**src/common/fetch_pkg.sv**
```systemverilog
`default_nettype none

package fetch_pkg;

	// Byte address as seen on the write-back pc and the memory read channel
	typedef logic [31:0] addr_t;

	typedef logic [31:0] inst_t;

	// One beat of the 64-bit memory read channel
	typedef logic [63:0] beat_t;

	typedef logic [1:0] resp_t;

	// Bit 1 of a read response flags an error
	localparam int RESP_ERR_BIT = 1;

	// On-chip SRAM window, served without the cache
	localparam addr_t SRAM_BASE  = 32'h0f000000;
	localparam addr_t SRAM_LIMIT = 32'h0f002000;

	typedef logic [15:0] count_t;

	localparam count_t COUNT_MAX = '1;

	typedef enum logic [2:0] {
		IDLE,
		LOOKUP,
		CHECK,
		MEM_REQ,
		MEM_WAIT,
		FILL,
		DELIVER
	} fetch_state_t;

endpackage

`default_nettype wire

```
**src/common/cache_pkg.sv**
```systemverilog
`default_nettype none

package cache_pkg;

	localparam int ADDR_W = 32;

	// Lines hold a single 32-bit word
	localparam int LINE_BYTES_LOG = 2;

	// The real index width follows the line count up to this bound
	localparam int INDEX_MAX_W = 10;

	// Tag keeps everything above the line offset; high bits beyond the index shift stay zero
	localparam int TAG_W = ADDR_W - LINE_BYTES_LOG;

	typedef logic [INDEX_MAX_W-1:0] index_t;

	typedef logic [TAG_W-1:0] tag_t;

endpackage

`default_nettype wire

```
**src/fetch/inst_select.sv**
```systemverilog
`timescale 1ns/1ps
`default_nettype none

module inst_select (
	input  wire fetch_pkg::addr_t pc,
	input  wire fetch_pkg::beat_t rdata,

	output logic                  in_sram,
	output fetch_pkg::inst_t      sel_word
);
	import fetch_pkg::*;

	logic upper_lane;

	assign in_sram = (pc >= SRAM_BASE) && (pc < SRAM_LIMIT);

	// SRAM returns the aligned 8-byte pair and pc bit 2 picks the word
	// Cached reads always come back in the lower lane
	assign upper_lane = in_sram && pc[2];

	assign sel_word = upper_lane ? rdata[63:32] : rdata[31:0];

endmodule

`default_nettype wire

```
**src/fetch/fetch_ctrl.sv**
```systemverilog
`timescale 1ns/1ps
`default_nettype none

module fetch_ctrl (
	input  wire                    clock,
	input  wire                    rst_n,

	input  wire                    wb_valid,
	input  wire fetch_pkg::addr_t  pc,

	input  wire                    in_sram,
	input  wire                    cache_hit,
	input  wire                    cache_miss,
	input  wire fetch_pkg::inst_t  cache_data,
	input  wire fetch_pkg::inst_t  sel_word,

	output fetch_pkg::addr_t       mem_araddr,
	output logic                   mem_arvalid,
	input  wire                    mem_arready,
	input  wire                    mem_rvalid,
	input  wire fetch_pkg::resp_t  mem_rresp,

	output logic                   lookup,
	output logic                   fill,
	output fetch_pkg::inst_t       fill_data,

	output fetch_pkg::inst_t       inst,
	output logic                   idu_valid,
	output logic                   fetch_error,

	output logic                   count_hit,
	output logic                   count_miss
);
	import fetch_pkg::*;

	fetch_state_t state;
	fetch_state_t state_next;
	logic         rd_done;
	logic         rd_err;

	assign rd_done = (state == MEM_WAIT) && mem_rvalid;
	assign rd_err  = mem_rresp[RESP_ERR_BIT];

	assign mem_araddr  = pc;
	assign mem_arvalid = (state == MEM_REQ);
	assign lookup      = (state == LOOKUP);
	assign fill        = (state == FILL);
	assign count_hit   = (state == CHECK) && cache_hit;
	assign count_miss  = (state == CHECK) && cache_miss;

	always_comb begin
		state_next = state;
		case (state)
			IDLE: begin
				if (wb_valid) begin
					state_next = in_sram ? MEM_REQ : LOOKUP;
				end
			end
			LOOKUP: state_next = CHECK;
			// The cache answers with exactly one of hit or miss here
			CHECK: state_next = cache_hit ? DELIVER : MEM_REQ;
			MEM_REQ: begin
				if (mem_arready) begin
					state_next = MEM_WAIT;
				end
			end
			MEM_WAIT: begin
				if (mem_rvalid) begin
					state_next = (rd_err || in_sram) ? DELIVER : FILL;
				end
			end
			FILL: state_next = DELIVER;
			DELIVER: state_next = IDLE;
			default: state_next = IDLE;
		endcase
	end

	always_ff @(posedge clock) begin
		if (!rst_n) begin
			state       <= IDLE;
			idu_valid   <= 1'b0;
			fetch_error <= 1'b0;
		end else begin
			state       <= state_next;
			idu_valid   <= ((state == CHECK) && cache_hit) ||
			               (rd_done && in_sram && !rd_err) ||
			               (state == FILL);
			fetch_error <= rd_done && rd_err;
		end
	end

	// Word of the last good beat waits here for the fill cycle
	always_ff @(posedge clock) begin
		if (rd_done) begin
			fill_data <= sel_word;
		end
	end

	always_ff @(posedge clock) begin
		if ((state == CHECK) && cache_hit) begin
			inst <= cache_data;
		end else if (rd_done && in_sram && !rd_err) begin
			inst <= sel_word;
		end else if (state == FILL) begin
			inst <= fill_data;
		end
	end

	// Request must hold until the memory takes it
	assert property (@(posedge clock) disable iff (!rst_n)
		mem_arvalid && !mem_arready |=> mem_arvalid && $stable(mem_araddr));

	assert property (@(posedge clock) disable iff (!rst_n)
		!(idu_valid && fetch_error));

	assert property (@(posedge clock) disable iff (!rst_n)
		idu_valid |=> !idu_valid);

endmodule

`default_nettype wire

```
**src/icache/icache_array.sv**
```systemverilog
`timescale 1ns/1ps
`default_nettype none

module icache_array #(
	parameter int CACHE_LINES = 16
) (
	input  wire                   clock,
	input  wire                   rst_n,

	input  wire                   lookup,
	input  wire                   fill,
	input  wire fetch_pkg::addr_t addr,
	input  wire fetch_pkg::inst_t fill_data,

	output logic                  hit,
	output logic                  miss,
	output fetch_pkg::inst_t      data
);
	import fetch_pkg::*;
	import cache_pkg::*;

	localparam int INDEX_W = $clog2(CACHE_LINES);

	index_t                   idx;
	logic [INDEX_W-1:0]       line;
	tag_t                     tag;
	logic                     tag_match;

	logic [CACHE_LINES-1:0]   line_valid;
	tag_t                     tag_mem [CACHE_LINES];
	inst_t                    data_mem [CACHE_LINES];

	assign idx  = addr[LINE_BYTES_LOG +: INDEX_MAX_W];
	assign line = idx[INDEX_W-1:0];

	// Index bits are shifted out of the tag
	assign tag = addr[ADDR_W-1:LINE_BYTES_LOG] >> INDEX_W;

	assign tag_match = line_valid[line] && (tag_mem[line] == tag);

	always_ff @(posedge clock) begin
		if (!rst_n) begin
			line_valid <= '0;
		end else if (fill) begin
			line_valid[line] <= 1'b1;
		end
	end

	// Result of a lookup is visible for exactly one cycle
	always_ff @(posedge clock) begin
		if (!rst_n) begin
			hit  <= 1'b0;
			miss <= 1'b0;
		end else begin
			hit  <= lookup && tag_match;
			miss <= lookup && !tag_match;
		end
	end

	always_ff @(posedge clock) begin
		if (fill) begin
			tag_mem[line]  <= tag;
			data_mem[line] <= fill_data;
		end
		if (lookup) begin
			data <= data_mem[line];
		end
	end

	// The controller never reads and writes the array in one cycle
	assert property (@(posedge clock) disable iff (!rst_n)
		!(lookup && fill));

endmodule

`default_nettype wire

```
**src/logic/fetch_counters.sv**
```systemverilog
`timescale 1ns/1ps
`default_nettype none

module fetch_counters (
	input  wire               clock,
	input  wire               rst_n,

	input  wire               count_hit,
	input  wire               count_miss,

	output fetch_pkg::count_t hit_count,
	output fetch_pkg::count_t miss_count
);
	import fetch_pkg::*;

	// Both counters stick at their top value
	always_ff @(posedge clock) begin
		if (!rst_n) begin
			hit_count <= '0;
		end else if (count_hit && (hit_count != COUNT_MAX)) begin
			hit_count <= hit_count + 1'b1;
		end
	end

	always_ff @(posedge clock) begin
		if (!rst_n) begin
			miss_count <= '0;
		end else if (count_miss && (miss_count != COUNT_MAX)) begin
			miss_count <= miss_count + 1'b1;
		end
	end

	// A lookup resolves to either a hit or a miss
	assert property (@(posedge clock) disable iff (!rst_n)
		!(count_hit && count_miss));

endmodule

`default_nettype wire

```
**src/logic/fetch_top.sv**
```systemverilog
`timescale 1ns/1ps
`default_nettype none

module fetch_top #(
	parameter int CACHE_LINES = 16
) (
	input  wire                   clock,
	input  wire                   rst_n,

	input  wire                   wb_valid,
	input  wire fetch_pkg::addr_t pc,

	output fetch_pkg::inst_t      inst,
	output logic                  idu_valid,
	output logic                  fetch_error,

	output fetch_pkg::addr_t      mem_araddr,
	output logic                  mem_arvalid,
	input  wire                   mem_arready,
	input  wire fetch_pkg::beat_t mem_rdata,
	input  wire fetch_pkg::resp_t mem_rresp,
	input  wire                   mem_rvalid,
	output logic                  mem_rready,

	output fetch_pkg::count_t     hit_count,
	output fetch_pkg::count_t     miss_count
);
	import fetch_pkg::*;

	logic  in_sram;
	inst_t sel_word;
	logic  cache_hit;
	logic  cache_miss;
	inst_t cache_data;
	logic  lookup;
	logic  fill;
	inst_t fill_data;
	logic  count_hit;
	logic  count_miss;

	// Beats are always taken in the cycle they arrive
	assign mem_rready = 1'b1;

	fetch_ctrl i_fetch_ctrl (
		.clock       (clock),
		.rst_n       (rst_n),
		.wb_valid    (wb_valid),
		.pc          (pc),
		.in_sram     (in_sram),
		.cache_hit   (cache_hit),
		.cache_miss  (cache_miss),
		.cache_data  (cache_data),
		.sel_word    (sel_word),
		.mem_araddr  (mem_araddr),
		.mem_arvalid (mem_arvalid),
		.mem_arready (mem_arready),
		.mem_rvalid  (mem_rvalid),
		.mem_rresp   (mem_rresp),
		.lookup      (lookup),
		.fill        (fill),
		.fill_data   (fill_data),
		.inst        (inst),
		.idu_valid   (idu_valid),
		.fetch_error (fetch_error),
		.count_hit   (count_hit),
		.count_miss  (count_miss)
	);

	inst_select i_inst_select (
		.pc       (pc),
		.rdata    (mem_rdata),
		.in_sram  (in_sram),
		.sel_word (sel_word)
	);

	icache_array #(
		.CACHE_LINES (CACHE_LINES)
	) i_icache_array (
		.clock     (clock),
		.rst_n     (rst_n),
		.lookup    (lookup),
		.fill      (fill),
		.addr      (pc),
		.fill_data (fill_data),
		.hit       (cache_hit),
		.miss      (cache_miss),
		.data      (cache_data)
	);

	fetch_counters i_fetch_counters (
		.clock      (clock),
		.rst_n      (rst_n),
		.count_hit  (count_hit),
		.count_miss (count_miss),
		.hit_count  (hit_count),
		.miss_count (miss_count)
	);

endmodule

`default_nettype wire

```
**config.mk**
```make
export PLATFORM = sky130hd
export DESIGN_NAME = fetch_top
export DESIGN_NICKNAME = d
export VERILOG_FILES = /design/src/common/fetch_pkg.sv /design/src/common/cache_pkg.sv /design/src/fetch/inst_select.sv /design/src/fetch/fetch_ctrl.sv /design/src/icache/icache_array.sv /design/src/logic/fetch_counters.sv /design/src/logic/fetch_top.sv
export SDC_FILE = /design/constraint.sdc
export NUM_CORES = 1
export LEC_CHECK = 0
export BUFFER_PORTS_ARGS = -buffer_cell sky130_fd_sc_hd__buf_2
export CORE_MARGIN = 2
export CORE_UTILIZATION = 45
export CTS_BUF_LIST = sky130_fd_sc_hd__clkbuf_8 sky130_fd_sc_hd__clkbuf_16
export DETAILED_ROUTE_END_ITERATION = 8
export PLACE_DENSITY = 0.58
export SLEW_MARGIN = 20
export SYNTH_ARGS = -nofsm -noshare
export SYNTH_HDL_FRONTEND = slang
export SYNTH_SLANG_ARGS = --single-unit
```
**constraint.sdc**
```tcl
create_clock -name clock -period 8.8 [get_ports clock]
set_clock_uncertainty 0.05 [all_clocks]
set_input_delay 0.88 -clock clock [delete_from_list [all_inputs] [get_ports clock]]
set_output_delay 0.88 -clock clock [all_outputs]
set_load 0.01 [all_outputs]
```
==> out/results.txt <==
status: completed
M1 GR Usage: 27.2%
Max FO, Critical Path: 66
Netlist Area Pre-Place: 42600 sq um
worst-margin pin slew: 1.09 ns
busiest metal layer after global routing: met2
CP cell instances: buf_8 -> buf_4 -> buf_4 -> mux4_2 -> mux2i_1 -> and2_1 -> a211oi_1 -> a311o_1 -> nor4b_2 -> and4b_1
Hold Crit Start: i_icache_array.line_valid[1]
WP data arrival: 5.14 ns
Ys Warns: 0
Hold Path Stages: 2
Seq pwr share: 53.7%
clk sinks: 1079
post-cts repair resize count: 0
setup violators final: 0
Clock power frac: 41.2%
CTS tree: yes
GRT Resource Usage Total: 20.4%
RSZ-0062 raised after global routing: false
FF-to-FF setup slack: 5.28 ns
later-pin clock latency in the skew report: 0.67 ns
placement row count: 112
crit path time final: 4.58 ns
register area share after synthesis: 74.8%
CP Class: input pin to flop
Yosys cell types: 67
fin. max-slew vios: 0
Total Nets Final: 2450
area grow syn2layout: 13.4%
antenna violations before repair: 4
post-route setup TNS: 0 ns
Sw Pwr: 2.26 mW
CTS root buffer: clkbuf_16
# DRC: 0
mean number of vias per cell: 5.73
Post-DP HPWL: 52200 um
routability cong.: 0.771
Peak VDD IR: 0.173 mV
Crit path largest cell delay: 0.79 ns
Post-Syn Instances: 2133
Post-synth EDFFs: 1024
largest net degree at the start of global routing: 122
total grt overflow: 0
cts hold-fix bufs: 0
Clock Path Buffers: 3
Fin. Hold Viols: 0
Post-DRT Antenna Nets: 0
htree depth: 3
IO Pins: 203
first-pass GRT wire length: 145000 um
ys async rst share: 0%
Max Fclk: 0.218 GHz
Leak Pwr: 15.9 nW
core footprint: 93500 sq um
Sw Share: 21.0%
Slowest-stage cell, CP: buf_4
Critical R2R Capture: i_fetch_ctrl.inst[6]
die width: 312 um
CP top delay family: buffers and inverters
main flop type after synthesis: edfxtp_1
Post-Place Worst Slack: 3.35 ns
setup repair bufs after CTS: 0
Syn Nets: 2238
vias in the first global route: 22100
combinational share of power: 5.1%
critical path buffer and inverter count: 3
Hold Crit Class: flop to flop
First-pass DRT Iterations: 5
cts bufs inserted: 109
Worst setup EP type: flop
Port Buffers: 196
final worst path period share: 52.1%
post-DR wirelength/cell: 26.6 um
Rel. slew slack: 27.5%
met2 GRT Util: 35.1%
die area: 97000 sq um
Req. time, crit path: 9.35 ns
fin worst setup slack: 4.22 ns
critical path launch point type: input pin
pwr dens: 223 nW/um^2
Int Power: 8.48 mW
CP dominant cell by count: buf_4
maxcap violations: 0
FF-to-FF path depth: 6
Starting Density: 45.5%
clk slew on worst S/H paths: 0.06 ns
layout cell share with drive strength beyond 1: 27.8%
Worst Hold End: i_icache_array.line_valid[1]
grt met3 use: 3.27%
drt initial violations: 1791
Die Ht: 312 um
average cell area after synthesis: 20.0 sq um
Synth Register Bits: 1079
worst r2r src: i_fetch_ctrl.state[2]
DR vias: 21200
final wirelength: 98200 um
-- layout by cell type, fill, tap and decap left out, types with 17 or more instances in the layout --
master / count
edfxtp_1: 1024
mux4_2: 256
xor2_1: 31
nand3_1: 22
clkbuf_16: 111
a22oi_1: 18
nor2_1: 107
nand2_1: 126
clkinv_2: 18
mux2i_1: 74
buf_2: 192
buf_4: 44
dfxtp_1: 55
a21o_1: 33
a21oi_1: 17
inv_1: 37
xnor2_1: 19
clkinv_1: 31
a311oi_1: 31
-- how the worst max path moves through the flow --
stage | startpoint | to | depth (start not counted) | slack [ns]
6_report | pc[2] | i_icache_array.hit | 10 | 4.22
5_1_grt | pc[2] | i_icache_array.hit | 10 | 3.76
4_1_cts | pc[2] | i_icache_array.hit | 10 | 4.06
3_5_place_dp | pc[2] | i_icache_array.hit | 10 | 3.35
3_3_place_gp | pc[2] | i_icache_array.hit | 10 | 3.38
2_1_floorplan | pc[3] | i_icache_array.data_mem[2][0] | 8 | 1.98
-- power by group through the flow --
| stage | Combinational [mW] | Clock (mW) | Sequential [mW] |
|---|---|---|---|
| floorplan | 0.363 | 0 | 5.85 |
| global placement | 0.549 | 0 | 5.87 |
| detailed placement | 0.557 | 0 | 5.88 |
| CTS | 0.559 | 4.54 | 5.77 |
| global route | 0.592 | 4.72 | 5.78 |
| finish | 0.544 | 4.43 | 5.77 |
-- routing by layer --
metal,vias to the layer above,share of wire (%)
li1,9135,-
met1,11200,42
met2,622,51
met3,148,5.2
met4,6,2.1
met5,-,0.036
-- cell usage after synthesis, types with 12 or more instances --
cell,number,share of area [%]
edfxtp_1,1024,72
nand2_1,127,1.1
dfxtp_1,55,2.6
xnor2_1,19,0.39
clkbuf_1,41,0.36
inv_1,13,0.11
a21oi_1,17,0.20
mux2i_1,74,1.7
a22oi_1,18,0.32
a21o_1,33,0.58
nor3_1,12,0.14
a311oi_1,31,0.64
buf_4,37,0.65
nor2_1,119,1.0
buf_2,39,0.46
mux4_2,256,14
nand3_1,22,0.26
xor2_1,31,0.64
-- tightest hold or removal path: stages, from the launching register on --
cell	delay, ns
dfxtp_1	0.33
nor2_1	0.05
nor2_1	0.06
-- cells by family (layout without fill, tap and decap cells) --
logic type | count (synthesis) | after routing | synth area share [%]
multiplexers | 337 | 337 | 15.5
buffers and inverters | 153 | 456 | 1.99
XOR/XNOR | 50 | 50 | 1.03
other | 1 | 2 | 0.00881
AND/OR/NAND/NOR | 354 | 354 | 3.77
AO/OA/AOI/OAI | 157 | 157 | 2.82
adder cells (fa/ha/maj) | 2 | 2 | 0.0588
flip-flops | 1079 | 1079 | 74.8
-- stage by stage --
step	std cells	power [mW]	hold slack [ns]	instance area (sq um)	utilization, %
after floorplan	2133	6.21	0.385	42600	-
after global placement	3488	6.42	0.394	44800	47.9
after detailed placement	3488	6.44	0.408	44800	47.9
after CTS	3690	10.9	0.399	48200	51.6
after global routing	3691	11.1	0.426	48200	51.6
final	3691	10.7	0.420	48200	51.6
-- flip-flops by register name, summed over array words and instances, names as in the netlist --
register,cells
i_icache_array.data_mem,512
i_icache_array.tag_mem,416
i_fetch_ctrl.fill_data,32
i_fetch_ctrl.inst,32
i_icache_array.data,32
i_fetch_counters.hit_count,16
i_fetch_counters.miss_count,16
i_icache_array.line_valid,16
i_fetch_ctrl.state,3
i_fetch_ctrl.fetch_error,1
i_fetch_ctrl.idu_valid,1
i_icache_array.hit,1
i_icache_array.miss,1
-- final cells by class --
cell class,instances,area [sq um]
multi-input cells,901,9980
inverters,15,57.6
clock inverters,88,632
clock buffers,114,2820
flip-flops and latches,1079,31900
repair buffers,239,1340
fillers,7437,45200
well taps,1254,1570
diodes,1,2.50
(Power assumes the default switching activity.)
